File: src/mbx_defines.svh
// Sizes are fixed for a four-word buffer and the RTL does not scale if these change
`ifndef MBX_DEFINES_SVH
`define MBX_DEFINES_SVH

////////////////////////////////////////
// Memory buffer geometry
////////////////////////////////////////

// Words held in the memory buffer
`define MB_WORDS 4
// Bits needed to address one buffer word
`define MB_IDX_W 2

////////////////////////////////////////
// Diagnostic read path
////////////////////////////////////////
`define DIAG_SEL_W 3
`define DIAG_W 4

`endif

File: src/mbxPkg.sv
// Shared types for the memory buffer control, sized by the macros in mbx_defines.svh
`include "mbx_defines.svh"

package mbxPkg;

  // One bit per buffer word, bit 0 is word 0
  typedef logic [`MB_WORDS-1:0] mbWordMaskT;

  // Index of a single buffer word
  typedef logic [`MB_IDX_W-1:0] mbWordIdxT;

  // Memory operation issued with a request
  typedef enum logic {
    memRead  = 1'b0,
    memWrite = 1'b1
  } memOpE;

  // Cache to MB transfer steps
  typedef enum logic [2:0] {
    xferIdle,
    xferT1,
    xferT2,
    xferT3,
    xferT4
  } xferStateE;

  // Diagnostic function codes, unlisted codes read as zero
  typedef enum logic [`DIAG_SEL_W-1:0] {
    diagWrPend = 3'd0,
    diagRdPend = 3'd1,
    diagXfer   = 3'd2,
    diagMemReq = 3'd3
  } diagSelE;

endpackage

File: src/cacheToMbSeq.sv
// Four fixed steps per writeback block; a new block is taken only from idle
`timescale 1ns/1ps

module cacheToMbSeq (
  input  logic               clk,
  input  logic               arstN,
  input  logic               wbValid,
  input  mbxPkg::mbWordMaskT wbMask,
  output logic               wbReady,
  output logic               xferLoad,
  output mbxPkg::mbWordMaskT xferMask,
  output mbxPkg::xferStateE  xferState
);
  import mbxPkg::*;

  logic      wbAccept;
  xferStateE nextState;

  assign wbReady  = (xferState == xferIdle);
  assign wbAccept = wbValid & wbReady;

  // Block words reach the MB in the last step
  assign xferLoad = (xferState == xferT4);

  ////////////////////////////////////////
  // T1 to T4 chain
  ////////////////////////////////////////

  always_comb begin
    nextState = xferState;
    unique case (xferState)
      xferIdle: begin
        if (wbValid) begin
          nextState = xferT1;
        end
      end
      xferT1:  nextState = xferT2;
      xferT2:  nextState = xferT3;
      xferT3:  nextState = xferT4;
      xferT4:  nextState = xferIdle;
      default: nextState = xferIdle;
    endcase
  end

  always_ff @(posedge clk or negedge arstN) begin
    if (!arstN) begin
      xferState <= xferIdle;
    end else begin
      xferState <= nextState;
    end
  end

  // Mask of words in the block, held for the whole sequence
  always_ff @(posedge clk) begin
    if (wbAccept) begin
      xferMask <= wbMask;
    end
  end

  // Accepted block is loaded exactly four edges later
  loadAfterAccept: assert property (
    @(posedge clk) disable iff (!arstN)
    wbAccept |-> ##4 (xferLoad && xferState == xferT4)
  );

endmodule

File: src/mbDiagMux.sv
// Purely combinational status read; codes above diagMemReq return zero
`timescale 1ns/1ps
`include "mbx_defines.svh"

module mbDiagMux (
  input  logic [`DIAG_SEL_W-1:0] diagSel,
  input  mbxPkg::mbWordMaskT     wrPend,
  input  mbxPkg::mbWordMaskT     rdPend,
  input  mbxPkg::xferStateE      xferState,
  input  logic                   memValid,
  input  mbxPkg::memOpE          memOp,
  input  mbxPkg::mbWordIdxT      memWord,
  output logic [`DIAG_W-1:0]     diagData
);
  import mbxPkg::*;

  logic [`DIAG_W-1:0] xferOneHot;

  // Bit 0 is T1, bit 3 is T4, idle reads zero
  always_comb begin
    xferOneHot = '0;
    case (xferState)
      xferT1:  xferOneHot[0] = 1'b1;
      xferT2:  xferOneHot[1] = 1'b1;
      xferT3:  xferOneHot[2] = 1'b1;
      xferT4:  xferOneHot[3] = 1'b1;
      default: xferOneHot = '0;
    endcase
  end

  ////////////////////////////////////////
  // Function code decode
  ////////////////////////////////////////

  always_comb begin
    case (diagSelE'(diagSel))
      diagWrPend: diagData = wrPend;
      diagRdPend: diagData = rdPend;
      diagXfer:   diagData = xferOneHot;
      // Valid on top, then write flag, then word
      diagMemReq: diagData = {memValid, memOp == memWrite, memWord};
      default:    diagData = '0;
    endcase
  end

endmodule

File: src/mbReqSelect.sv
// One request at a time, reads before writes and lowest word first; held until memReady
`timescale 1ns/1ps
`include "mbx_defines.svh"

module mbReqSelect (
  input  logic               clk,
  input  logic               arstN,
  input  mbxPkg::mbWordMaskT wrPend,
  input  mbxPkg::mbWordMaskT rdPend,
  input  logic               memReady,
  output logic               memValid,
  output mbxPkg::memOpE      memOp,
  output mbxPkg::mbWordIdxT  memWord
);
  import mbxPkg::*;

  logic       memAccept;
  logic       reqHold;
  logic       nextValid;
  memOpE      nextOp;
  mbWordIdxT  nextWord;
  mbWordMaskT doneBit;
  mbWordMaskT wrAvail;
  mbWordMaskT rdAvail;
  mbWordMaskT pickMask;

  assign memAccept = memValid & memReady;
  assign reqHold   = memValid & ~memReady;

  // The word being accepted is still set in the tracker this cycle
  assign doneBit = memAccept ? (mbWordMaskT'(1) << memWord) : '0;
  assign wrAvail = (memOp == memWrite) ? (wrPend & ~doneBit) : wrPend;
  assign rdAvail = (memOp == memRead) ? (rdPend & ~doneBit) : rdPend;

  assign nextOp    = (rdAvail == '0 && wrAvail != '0) ? memWrite : memRead;
  assign pickMask  = (nextOp == memRead) ? rdAvail : wrAvail;
  assign nextValid = |pickMask;

  // Lowest set index wins
  always_comb begin
    nextWord = '0;
    for (int i = `MB_WORDS - 1; i >= 0; i--) begin
      if (pickMask[i]) begin
        nextWord = mbWordIdxT'(i);
      end
    end
  end

  always_ff @(posedge clk or negedge arstN) begin
    if (!arstN) begin
      memValid <= 1'b0;
      memOp    <= memRead;
      memWord  <= '0;
    end else if (!reqHold) begin
      memValid <= nextValid;
      memOp    <= nextOp;
      memWord  <= nextWord;
    end
  end

  // Request stays put under back-pressure
  reqStable: assert property (
    @(posedge clk) disable iff (!arstN)
    reqHold |=> memValid && $stable(memOp) && $stable(memWord)
  );

endmodule

File: src/mbWordTracker.sv
// Pending bits only, no data storage; a refill is taken only when no read is outstanding
`timescale 1ns/1ps

module mbWordTracker (
  input  logic               clk,
  input  logic               arstN,
  input  logic               coreWrValid,
  input  mbxPkg::mbWordIdxT  coreWrWord,
  input  logic               xferLoad,
  input  mbxPkg::mbWordMaskT xferMask,
  input  logic               rdValid,
  input  mbxPkg::mbWordMaskT rdValidMask,
  input  logic               memValid,
  input  logic               memReady,
  input  mbxPkg::memOpE      memOp,
  input  mbxPkg::mbWordIdxT  memWord,
  output logic               coreWrReady,
  output logic               rdReady,
  output mbxPkg::mbWordMaskT wrPend,
  output mbxPkg::mbWordMaskT rdPend
);
  import mbxPkg::*;

  logic       memAccept;
  mbWordMaskT coreWrBit;
  mbWordMaskT memBit;
  mbWordMaskT wrSet;
  mbWordMaskT wrClr;
  mbWordMaskT rdSet;
  mbWordMaskT rdClr;

  // Core writes wait while the writeback block lands in the MB
  assign coreWrReady = ~xferLoad;
  assign rdReady     = ~|rdPend;
  assign memAccept   = memValid & memReady;

  assign coreWrBit = mbWordMaskT'(1) << coreWrWord;
  assign memBit    = mbWordMaskT'(1) << memWord;

  ////////////////////////////////////////
  // Set and clear terms
  ////////////////////////////////////////

  assign wrSet = ((coreWrValid && coreWrReady) ? coreWrBit : '0) |
                 (xferLoad ? xferMask : '0);
  assign wrClr = (memAccept && memOp == memWrite) ? memBit : '0;

  // Ask for every word the cache does not already hold
  assign rdSet = (rdValid && rdReady) ? ~rdValidMask : '0;
  assign rdClr = (memAccept && memOp == memRead) ? memBit : '0;

  // A new set in the clearing cycle keeps the word pending
  always_ff @(posedge clk or negedge arstN) begin
    if (!arstN) begin
      wrPend <= '0;
      rdPend <= '0;
    end else begin
      wrPend <= (wrPend & ~wrClr) | wrSet;
      rdPend <= (rdPend & ~rdClr) | rdSet;
    end
  end

  // Selector never offers a word that is not pending here
  acceptWasPending: assert property (
    @(posedge clk) disable iff (!arstN)
    memAccept |-> ((memOp == memWrite) ? wrPend[memWord] : rdPend[memWord])
  );

endmodule

File: src/mbxCtl.sv
// MB control top; all handshakes are valid/ready and no buffer data passes through here
`timescale 1ns/1ps
`include "mbx_defines.svh"

module mbxCtl (
  input  logic                   clk,
  input  logic                   arstN,
  // Core single-word write
  input  logic                   coreWrValid,
  input  mbxPkg::mbWordIdxT      coreWrWord,
  output logic                   coreWrReady,
  // Cache writeback block
  input  logic                   wbValid,
  input  mbxPkg::mbWordMaskT     wbMask,
  output logic                   wbReady,
  // Cache refill read
  input  logic                   rdValid,
  input  mbxPkg::mbWordMaskT     rdValidMask,
  output logic                   rdReady,
  // Memory request
  output logic                   memValid,
  output mbxPkg::memOpE          memOp,
  output mbxPkg::mbWordIdxT      memWord,
  input  logic                   memReady,
  // Diagnostics
  input  logic [`DIAG_SEL_W-1:0] diagSel,
  output logic [`DIAG_W-1:0]     diagData
);
  import mbxPkg::*;

  logic       xferLoad;
  mbWordMaskT xferMask;
  xferStateE  xferState;
  mbWordMaskT wrPend;
  mbWordMaskT rdPend;

  cacheToMbSeq uSeq (
    .clk       (clk),
    .arstN     (arstN),
    .wbValid   (wbValid),
    .wbMask    (wbMask),
    .wbReady   (wbReady),
    .xferLoad  (xferLoad),
    .xferMask  (xferMask),
    .xferState (xferState)
  );

  mbWordTracker uTracker (
    .clk         (clk),
    .arstN       (arstN),
    .coreWrValid (coreWrValid),
    .coreWrWord  (coreWrWord),
    .xferLoad    (xferLoad),
    .xferMask    (xferMask),
    .rdValid     (rdValid),
    .rdValidMask (rdValidMask),
    .memValid    (memValid),
    .memReady    (memReady),
    .memOp       (memOp),
    .memWord     (memWord),
    .coreWrReady (coreWrReady),
    .rdReady     (rdReady),
    .wrPend      (wrPend),
    .rdPend      (rdPend)
  );

  mbReqSelect uSelect (
    .clk      (clk),
    .arstN    (arstN),
    .wrPend   (wrPend),
    .rdPend   (rdPend),
    .memReady (memReady),
    .memValid (memValid),
    .memOp    (memOp),
    .memWord  (memWord)
  );

  mbDiagMux uDiag (
    .diagSel   (diagSel),
    .wrPend    (wrPend),
    .rdPend    (rdPend),
    .xferState (xferState),
    .memValid  (memValid),
    .memOp     (memOp),
    .memWord   (memWord),
    .diagData  (diagData)
  );

endmodule

File: config.mk
export PLATFORM = sky130hd
export DESIGN_NAME = mbxCtl
export DESIGN_NICKNAME = d
export VERILOG_FILES = /design/src/mbxPkg.sv /design/src/cacheToMbSeq.sv /design/src/mbDiagMux.sv /design/src/mbReqSelect.sv /design/src/mbWordTracker.sv /design/src/mbxCtl.sv
export VERILOG_INCLUDE_DIRS = /design/src /design/src/src
export SDC_FILE = /design/constraint.sdc
export NUM_CORES = 1
export LEC_CHECK = 0
export BUFFER_PORTS_ARGS = -buffer_cell sky130_fd_sc_hd__buf_2
export CAP_MARGIN = 25
export CORE_UTILIZATION = 44
export CTS_BUF_LIST = sky130_fd_sc_hd__clkbuf_4 sky130_fd_sc_hd__clkbuf_8
export CTS_CLUSTER_DIAMETER = 40
export DETAILED_ROUTE_END_ITERATION = 6
export GPL_TIMING_DRIVEN = 0
export PLACE_DENSITY = 0.66
export RECOVER_POWER = 25
export SYNTH_ARGS = -nofsm -noshare
export SYNTH_HDL_FRONTEND = slang
export SYNTH_SLANG_ARGS = --single-unit
File: constraint.sdc
create_clock -name clk -period 1.95 [get_ports clk]
set_input_delay 0.39 -clock clk [delete_from_list [all_inputs] [get_ports clk]]
set_output_delay 0.39 -clock clk [all_outputs]
set_load 0.01 [all_outputs]
==> After elaboration in Yosys (flattened, before gate mapping) <==
Cells that the tools add are included.
{ "op_classes": {"n_eq_ne": 8, "shift": 2, "mux": 21, "bitwise_logic": 17, "n_reduce_logical": 12} }
{ "ops": {"columns": ["cell", "count"], "rows": [
  ["two-way mux 4 bit", 9],
  ["AND 4 bit", 4],
  ["inverter 4 bit", 4],
  ["case mux 4 bit (4 select lines)", 1],
  ["equality test 3 x 2 -> 1 bit, second input constant", 4],
  ["bitwise OR 4 bit", 3],
  ["case mux 3 bit (4 select lines)", 1],
  ["two-way mux 2 bit", 4],
  ["OR reduction 4 bit", 2],
  ["left shift 1 x 2 -> 4 bit, first input constant", 2],
  ["equality test 3 x 1 -> 1 bit, second input constant", 2],
  ["zero test 3 bit", 2],
  ["logical AND 1 bit", 5],
  ["two-way mux 1 bit", 5],
  ["zero test 4 bit", 1],
  ["nonzero test 4 bit", 1],
  ["AND 1 bit", 3],
  ["equality test 3 bit, second input constant", 1],
  ["two-way mux 3 bit", 1],
  ["inverter 1 bit", 3],
  ["!= test 2 bit, second input constant", 1],
  ["zero test 1 bit", 1]
]} }
{ "totals": {"register_bits": 19, "inputBits": 19, "elab_cells": 67} }

==> Logic depth before layout (Yosys ltp) <==
Gate-level depths: netlist of run 1.
{ "logic_depth": {"ltp_word": 13, "mapped_depth": 6, "depth_no_buf": 5} }

==> Modules after synthesis <==
From an unflattened synthesis of run 1, not the netlist that was laid out.
{ "unflattened": {"hier_cells": 114, "area_unflattened_um2": 1171.1} }
{ "modules_own_cells": {"columns": ["module", "n_inst", "cells_each", "area_per_inst_um2"], "rows": [
  ["mbWordTracker", 1, 39, 386.6],
  ["mbReqSelect", 1, 36, 360.3],
  ["cacheToMbSeq", 1, 16, 247.7],
  ["mbDiagMux", 1, 23, 176.4]
]} }

==> Least setup slack after synthesis of run 1 <==
Ideal clock, no wire load.
{ "synth_timing": {"path_kind": "register -> output", "startpoint": "reg uSeq.xferState[1]", "endpoint": "out diagData[3]", "t_arrival_ns": 1.421, "setup_slack_ns": 0.139, "path_stages_with_launch": 5, "path_cell_list": "dfrtp_1 > clkbuf_1 > nor3b_2 > mux4_2 > nor2b_1"} }
{ "synth_between": {"elab_chain_len": 3} }
{ "synth_rtl": {"columns": ["element", "line_no", "text"], "rows": [
  ["from (decl)", "cacheToMbSeq.sv:12", "output mbxPkg::xferStateE xferState"],
  ["from (signal assigned)", "cacheToMbSeq.sv:47", "xferState <= xferIdle;"],
  ["from (signal assigned)", "cacheToMbSeq.sv:49", "xferState <= nextState;"],
  ["equality test 3 bit", "mbDiagMux.sv:22", "case (xferState)"],
  ["two-way mux 1 bit", "mbDiagMux.sv:22", null],
  ["case mux 4 bit (4 select lines)", "mbDiagMux.sv:36", "case (diagSelE'(diagSel))"],
  ["to (decl)", "mbxCtl.sv:27", "output logic [`DIAG_W-1:0] diagData"]
]} }
No other way between the ends.

==> Worst setup path after layout of run 1 <==
{ "layout_timing": {"startpoint": "reg uSeq.xferState[2]", "endpoint": "out diagData[2]"} }
{ "layout_between": {"elab_chain_len": 3} }
{ "layout_rtl": {"columns": ["element", "line_no"], "rows": [
  ["equality test 3 x 2 -> 1 bit", "mbDiagMux.sv:22"],
  ["two-way mux 1 bit", "mbDiagMux.sv:22"],
  ["case mux 4 bit (4 select lines)", "mbDiagMux.sv:36"]
]} }
No other way between the ends.

==> impl_metrics.tcl, run 1 <==
set metrics [dict create \
    drcViolationCount 0 \
    power_density_nw_per_um2 1340 \
    critPathMaxStageDelay_ns 0.44 \
    cpMaxStageDelayCell "mux4_2" \
    layout_commonest_cell "buf_2" \
    critPathLaunchType "flop" \
    die_w_um 51.7 \
    grt_pass1_vias 914 \
    maxSlewHeadroom_pct 43.3 \
    violations "negative setup slack" \
    final_cell_mix "buf_2 (27), nand2_1 (13), dfrtp_1 (11)" \
    ys.flop_type "dfrtp_1" \
    ys_top_cells_by_area "dfrtp_1 (35%), edfxtp_1 (11%), nor2b_1 (4.6%)" \
    antenna_cells 0 \
    firstDrtPassIters 4 \
    synth.distinct_cells 38 \
    cts.sinks 19 \
    cts_max_level 1 \
    hold_start "wbMask[0]" \
    path_cells "and3b_1, mux4_2, nor2b_1, buf_2" \
    crit_start "uSeq.xferState[2]" \
    dp_cells 169 \
    reg2reg_from "uSelect.memOp" \
    placed_area_um2 1260 \
    portBuffers 28 \
    skew_ns 0.00434 \
    cts-root-buf "clkbuf_4" \
    boundaryPins 30 \
    finalSetupViolCount 2 \
    grt_max_degree 16 \
    final_hold_viol_count 0 \
    core_area_um2 2280 \
    crit_arrival_ns 1.63 \
    stdcell_count 179 \
    clk_pin_slew_ns 0.11 \
    ant_nets 0 \
    drv_cap 0 \
    numCtsBuffers 3 \
    ys_ff_latch 19 \
    wl_um 2490 \
    status "finished, violations left" \
    ir_drop_uv 741 \
    hpwlAfterDp_um 1830 \
    worst_pin_slew_ns 0.850 \
    clock_latency_ns 0.29 \
    yosys_warnings 0 \
    pre_cts_ws_ns -0.0950 \
    yosysTopAreaCell "dfrtp_1" \
    grt.overflow.total 0 \
    min_period_over_period_pct 104 \
    endpoint_kind "primary output" \
    drv_slew 0 \
    crit_buf_inv 1 \
    fillCellCount 191 \
    die-area_um2 2670 \
    clockBufferDepth 2 \
    crit_fanout 7 \
    track_usage_pct 20.3 \
    worstPathRequired_ns 1.56 \
    drtIter0Drc 15 \
    drive_above_1_share_pct 33.1 \
    fin_crit_ns 2.02 \
    initial_core_util_pct 47.7 \
    rsz0062_at_grt "true" \
    yosysTopAreaCellShare_pct 34.6 \
    antenna_found_initial 0 \
    grt_pass1_wl_um 3950 \
    hp-class "primary input to flop" \
    worstSetupPathType "flop to primary output" \
    area_growth_pct 25.3 \
    wl_per_cell_um 13.9 \
    fmax_mhz 495 \
    die_y_um 51.7 \
    setup_slack_ns -0.0718 \
    netlist_area_um2 1090 \
    ys_async_sr_fraction_pct 78.9 \
    reg2reg_setup_slack_ns 0.11 \
    cts_tree "done" \
    fin_nets 171 \
    vias 1028 \
    syn_nets 132 \
    critPathTopFamily "multiplexers" \
    leakage_nw 0.553 \
    synth_cells 113 \
    via_per_inst 5.74 \
    synth_area_per_cell_um2 9.61 \
    gp_congestion 0.819 \
    finalInstanceArea_um2 1360 \
    rows 17 \
    synth_edf_count 4 \
    synth.yosys.seq_area_share_pct 45.6 \
]
[timing repair]
action                     CTS  global route
buffers inserted             4             3
hold endpoints to repair    13             0
pin swaps                    2             0
resized for setup            4             3
setup endpoints to repair    5             5
hold buffers                 1             0
[state kept, by name, summed over array words and instances (netlist names)]
signal	count
uSeq.xferMask	4
uTracker.rdPend	4
uTracker.wrPend	4
uSeq.xferState	3
uSelect.memWord	2
uSelect.memOp	1
uSelect.memValid	1
[cells by family (layout without fill, tap and decap cells)]
group / after synthesis / after routing / synth area share [%]
AO/OA/AOI/OAI: 32 / 32 / 18.7
XOR/XNOR: 1 / 1 / 0.807
multiplexers: 2 / 2 / 4.15
AND/OR/NAND/NOR: 51 / 51 / 27.9
buffers and inverters: 8 / 46 / 2.88
flip-flops: 19 / 19 / 45.6
[cell usage after synthesis, types with 2 or more instances]
master	number
a211oi_1	4
a21oi_1	7
clkbuf_1	4
dfrtp_1	15
edfxtp_1	4
inv_1	2
mux4_2	2
nand2_1	13
nand2b_1	2
nand3_1	4
nor2_1	6
nor2b_1	8
nor3_1	3
nor4b_1	3
o211ai_1	2
o21ai_0	6
o21ai_1	7
[stage by stage]
stage          utilization, %  setup TNS, ns  power (mW)  hold WS, ns
3_5_place_dp             55.4        -0.0950        1.52        0.325
3_3_place_gp             55.4        -0.0903        1.49        0.317
2_1_floorplan               -              0        1.26       0.0944
4_1_cts                  58.5         -0.164        1.78        0.257
5_1_grt                  59.8         -0.465        1.96        0.249
6_report                 59.8         -0.128        1.82        0.267
[routing by layer]
metal | global-route usage [%] | part of all wire (%)
met1 | 25.9 | 48
met2 | 34.0 | 47
met3 | 3.80 | 4.8
met4 | 7.66 | 0.68
met5 | 0 | 0
[final timing paths]
| check | cells past startpoint | endpoint |
|---|---|---|
| worst max-delay path | 4 | diagData[2] |
| worst max register to register | 5 | uSelect.memValid |
| worst min-delay path | 1 | uSeq.xferMask[0] |
| max in group asynchronous | 2 | uSeq.xferState[1] |
| min in group asynchronous | 2 | uTracker.wrPend[0] |
| worst min register to register | 2 | uTracker.wrPend[2] |
[final cells by class]
type                       count  area (um^2)  area share [%]
timing repair buffer          36          205            15.1
tap                           28         35.0            2.57
sequential                    19          500            36.8
inverter                       3         11.3           0.827
buffer                         3         12.5           0.919
multi-input combinational     86          569            41.8
clock inverter                 1         5.00           0.368
clock buffer                   3         22.5            1.65
[report_power, final]
group	internal [mW]	total [mW]	leakage [nW]	switching (mW)
Sequential	0.564	0.754	0.205	0.190
Clock	0.0762	0.193	0.0177	0.117
Combinational	0.434	0.873	0.330	0.438
(Power assumes the default switching activity.)
==> inputs of run 2 (changes only) <==
--- a/config.mk
+++ b/config.mk
@@ -13,7 +13,7 @@
 export CTS_CLUSTER_DIAMETER = 40
 export DETAILED_ROUTE_END_ITERATION = 6
 export GPL_TIMING_DRIVEN = 0
-export PLACE_DENSITY = 0.66
+export PLACE_DENSITY = 0.69
 export RECOVER_POWER = 25
 export SYNTH_ARGS = -nofsm -noshare
 export SYNTH_HDL_FRONTEND = slang
==> constraint.sdc (replaced) <==
create_clock -name clk -period 1.7 [get_ports clk]
set_input_delay 0.34 -clock clk [delete_from_list [all_inputs] [get_ports clk]]
set_output_delay 0.34 -clock clk [all_outputs]
set_load 0.01 [all_outputs]
==> impl_metrics.tcl, run 2 (synthesis gave the netlist of run 1 again) <==
set metrics [dict create \
    status "finished, violations left" \
    violations "negative setup slack" \
    power_density_nw_per_um2 1580 \
    gp_congestion 0.851 \
    setup_slack_ns -0.297 \
    die_w_um 51.7 \
    grt_max_degree 16 \
    die_y_um 51.7 \
    final_cell_mix "buf_2 (27), buf_4 (15), nand2_1 (13)" \
    cts_max_level 1 \
    tns_ns -1.09 \
    track_usage_pct 22.7 \
    ant_nets 0 \
    die-area_um2 2670 \
    maxSlewHeadroom_pct 45.2 \
    leakage_nw 0.609 \
    clk_pin_slew_ns 0.11 \
    hp-class "primary input to flop" \
    top_regs "uSeq.xferMask x4, uTracker.rdPend x4, uTracker.wrPend x4" \
    rsz0062_at_grt "true" \
    min_period_over_period_pct 117 \
    critPathLaunchType "flop" \
    rows 17 \
    drtIter0Drc 26 \
    endpoint_kind "primary output" \
    drv_slew 0 \
    wl_per_cell_um 13.9 \
    antenna_found_initial 0 \
    clockBufferDepth 2 \
    clock_latency_ns 0.29 \
    grt_pass1_vias 1010 \
    grt.overflow.total 0 \
    area_growth_pct 38.0 \
    fin_nets 179 \
    reg2reg_setup_slack_ns 0 \
    final_hold_viol_count 0 \
    drcViolationCount 0 \
    grt_pass1_wl_um 4410 \
    finalSetupViolCount 6 \
    portBuffers 28 \
    drive_above_1_share_pct 42.1 \
    cts-root-buf "clkbuf_4" \
    drv_cap 0 \
    hpwlAfterDp_um 1800 \
    firstDrtPassIters 5 \
    ir_drop_uv 953 \
    crit_arrival_ns 1.66 \
    antenna_cells 0 \
    worstSetupPathType "flop to primary output" \
    skew_ns 0.00155 \
    wl_um 2590 \
    worstPathRequired_ns 1.36 \
    total_power_mw 2.37 \
    placed_area_um2 1270 \
    core_area_um2 2280 \
    worst_pin_slew_ns 0.822 \
    initial_core_util_pct 47.7 \
    crit_fanout 3 \
    hold_ws_ns 0.211 \
    boundaryPins 30 \
    numCtsBuffers 3 \
    fin_crit_ns 2.00 \
    layout_commonest_cell "buf_2" \
    cts.sinks 19 \
    cts_tree "done" \
    fmax_mhz 501 \
    vias 1050 \
    finalInstanceArea_um2 1500 \
    post-route-util_pct 65.9 \
    via_per_inst 5.61 \
]
[run 2: changes by cell type in the layout (fill, tap and decap cells not counted), moves of 2 or more]
cell / change
dfrtp_2: +2
buf_4: +9
nor4b_1: -2
dfrtp_1: -2
nor4b_2: +2
[run 2: power breakdown]
| part | switching, mW | internal [mW] | total, mW |
|---|---|---|---|
| sequential | 0.226 | 0.651 | 0.877 |
| combinational | 0.579 | 0.665 | 1.24 |
| clock | 0.138 | 0.107 | 0.245 |
| total | 0.943 | 1.42 | 2.37 |
[run 2: path summary, 6_finish.rpt]
kind,startpoint,to,cells past startpoint
setup / recovery,uSeq.xferState[0],diagData[2],4
hold / removal,wbMask[1],uSeq.xferMask[1],1
setup reg to reg,uSelect.memWord[1],uSelect.memValid,5
hold reg to reg,uSeq.xferMask[2],uTracker.wrPend[2],2
max in group asynchronous,arstN,uSelect.memOp,2
min in group asynchronous,arstN,uTracker.rdPend[0],2
[run 2: metrics by stage]
| step | setup WS (ns) | std cells |
|---|---|---|
| floorplan | 0.000388 | 113 |
| global placement | -0.153 | 169 |
| detailed placement | -0.188 | 169 |
| CTS | -0.283 | 185 |
| global route | -0.366 | 187 |
| finish | -0.297 | 187 |
[run 2: repair_timing]
item | CTS | global route
resized for setup | 13 | 3
pin swaps | 6 | 4
setup buffers | 13 | 3
hold buffers | 1 | 0
setup endpoints to repair | 8 | 9
hold endpoints to repair | 15 | 0
[run 2: critical path, cell delays in order, from the launching register on]
cell and delay, ns:
dfrtp_2 0.43, and3b_1 0.21, mux4_2 0.46, nor2b_1 0.14, buf_2 0.13
[run 2: metal layers]
metal	vias to the layer above	routed length, um	share of wire [%]	global-route usage [%]
li1	516	-	-	-
met1	486	1190	46	29.5
met2	42	1210	47	38.1
met3	6	146	5.6	3.51
met4	0	43	1.7	8.56
met5	-	0	0	0
[run 2: cell type report]
type,count,area (um^2)
timing repair buffer,45,273
multi-input combinational,86,627
inverter,3,13.8
tap,28,35.0
buffer,2,17.5
sequential,19,503
clock buffer,4,30.0
fill,180,777
==> inputs of run 3 (changes only) <==
--- a/config.mk
+++ b/config.mk
@@ -8,12 +8,15 @@
 export LEC_CHECK = 0
 export BUFFER_PORTS_ARGS = -buffer_cell sky130_fd_sc_hd__buf_2
 export CAP_MARGIN = 25
-export CORE_UTILIZATION = 44
+export CELL_PAD_IN_SITES_DETAIL_PLACEMENT = 1
+export CELL_PAD_IN_SITES_GLOBAL_PLACEMENT = 1
+export CORE_ASPECT_RATIO = 2
+export CORE_UTILIZATION = 36
 export CTS_BUF_LIST = sky130_fd_sc_hd__clkbuf_4 sky130_fd_sc_hd__clkbuf_8
 export CTS_CLUSTER_DIAMETER = 40
 export DETAILED_ROUTE_END_ITERATION = 6
 export GPL_TIMING_DRIVEN = 0
-export PLACE_DENSITY = 0.69
+export PLACE_DENSITY = 0.74
 export RECOVER_POWER = 25
 export SYNTH_ARGS = -nofsm -noshare
 export SYNTH_HDL_FRONTEND = slang
==> impl_metrics.tcl, run 3 (synthesis gave the netlist of run 1 again) <==
set metrics [dict create \
    status "finished, violations left" \
    critPathTopFamily "multiplexers" \
    crit_fanout 4 \
    critPathMaxStageDelay_ns 0.45 \
    die_y_um 79.7 \
    core_area_um2 2800 \
    via_per_inst 5.79 \
    grt.overflow.total 0 \
    area_growth_pct 44.4 \
    grt_pass1_vias 1151 \
    layout_commonest_cell "buf_2" \
    drv_cap 0 \
    die_w_um 40.8 \
    cts.sinks 19 \
    crit_arrival_ns 1.62 \
    violations "negative setup slack" \
    hpwlAfterDp_um 2280 \
    drtIter0Drc 28 \
    cts-root-buf "clkbuf_8" \
    numCtsBuffers 3 \
    portBuffers 28 \
    gp_congestion 0.787 \
    fin_nets 182 \
    track_usage_pct 23.1 \
    endpoint_kind "primary output" \
    worstPathRequired_ns 1.36 \
    rows 27 \
    cpMaxStageDelayCell "mux4_2" \
    min_period_over_period_pct 115 \
    drcViolationCount 0 \
    wl_um 3390 \
    ir_drop_uv 965 \
    vias 1106 \
    finalInstanceArea_um2 1570 \
    path_cells "and3b_1, mux4_2, nor2b_1, buf_2" \
    grt_pass1_wl_um 5020 \
    placed_area_um2 1270 \
    hp-class "primary input to flop" \
    cts_tree "done" \
    initial_core_util_pct 38.7 \
    crit_buf_inv 1 \
    grt_max_degree 16 \
    top_regs "uSeq.xferMask x4, uTracker.rdPend x4, uTracker.wrPend x4" \
    setup_slack_ns -0.255 \
    clk_pin_slew_ns 0.07 \
    final_hold_viol_count 0 \
    worst_pin_slew_ns 0.886 \
    critPathLaunchType "flop" \
    maxSlewHeadroom_pct 41.0 \
    drv_slew 0 \
    fmax_mhz 511 \
    die-area_um2 3250 \
    finalSetupViolCount 6 \
    cts_max_level 1 \
    boundaryPins 30 \
    clock_latency_ns 0.26 \
    drive_above_1_share_pct 45.1 \
    worstSetupPathType "flop to primary output" \
    fillCellCount 332 \
    post-route-util_pct 55.9 \
    clockBufferDepth 2 \
    leakage_nw 0.640 \
    power_density_nw_per_um2 1670 \
    fin_crit_ns 1.96 \
    firstDrtPassIters 4 \
    rsz0062_at_grt "true" \
    final_cell_mix "buf_2 (27), buf_4 (17), nand2_1 (13)" \
    skew_ns 0.000830 \
    hold_ws_ns 0.253 \
    pre_cts_ws_ns -0.218 \
    antenna_found_initial 0 \
    ant_nets 0 \
    antenna_cells 0 \
    wl_per_cell_um 17.7 \
]
## run 3: cell count changes in the layout (fill, tap and decap cells not counted), sizes merged
cell / delta
clkinv: +1
buf: +4
clkbuf: -2
## run 3: layer usage
layer / vias to the layer above / track usage, % / wire length, um
li1: 523 / - / -
met3: 6 / 2.51 / 80
met2: 22 / 45.2 / 2090
met1: 555 / 19.9 / 1130
met4: 0 / 10.0 / 86
met5: - / 0 / 0
## run 3: where the power goes
part	internal [mW]	switching (mW)	total, mW	leakage, nW
clock network	0.163	0.157	0.321	0.0255
registers	0.652	0.255	0.907	0.202
logic	0.734	0.653	1.39	0.412
## run 3: metrics by stage
stage | instances | setup TNS, ns | power (mW)
detailed placement | 170 | -0.759 | 1.81
finish | 191 | -0.885 | 2.61
global route | 191 | -1.35 | 2.79
global placement | 170 | -0.589 | 1.76
floorplan | 113 | 0 | 1.47
CTS | 188 | -0.824 | 2.44
## run 3: worst paths after layout
| path | from | end | slack [ns] | depth (start not counted) |
|---|---|---|---|---|
| max in group asynchronous | arstN | uSelect.memWord[1] | 0.39 | 2 |
| min reg2reg | uSeq.xferMask[2] | uTracker.wrPend[2] | 0.47 | 2 |
| min | wbMask[0] | uSeq.xferMask[0] | 0.25 | 1 |
| min in group asynchronous | arstN | uTracker.rdPend[1] | 0.71 | 2 |
| max reg2reg | uSelect.memWord[1] | uSelect.memValid | -0.01 | 5 |
| max | uSeq.xferState[0] | diagData[2] | -0.26 | 4 |
## run 3: area by class of cell
cell class | instances | area, um^2 | area share (%)
clock buffers | 3 | 41.3 | 2.63
well taps | 29 | 36.3 | 2.31
clock inverters | 1 | 5.00 | 0.319
inverters | 3 | 13.8 | 0.878
repair buffers | 48 | 299 | 19.1
multi-input cells | 86 | 654 | 41.7
plain buffers | 2 | 15.0 | 0.958
flip-flops and latches | 19 | 503 | 32.1
## run 3: timing repair
item	in CTS	in global routing
buffers inserted	15	4
pin swaps	3	6
setup endpoints to repair	8	9
resized for setup	12	11
hold buffers	1	0
endpoints found under the hold margin	15	0
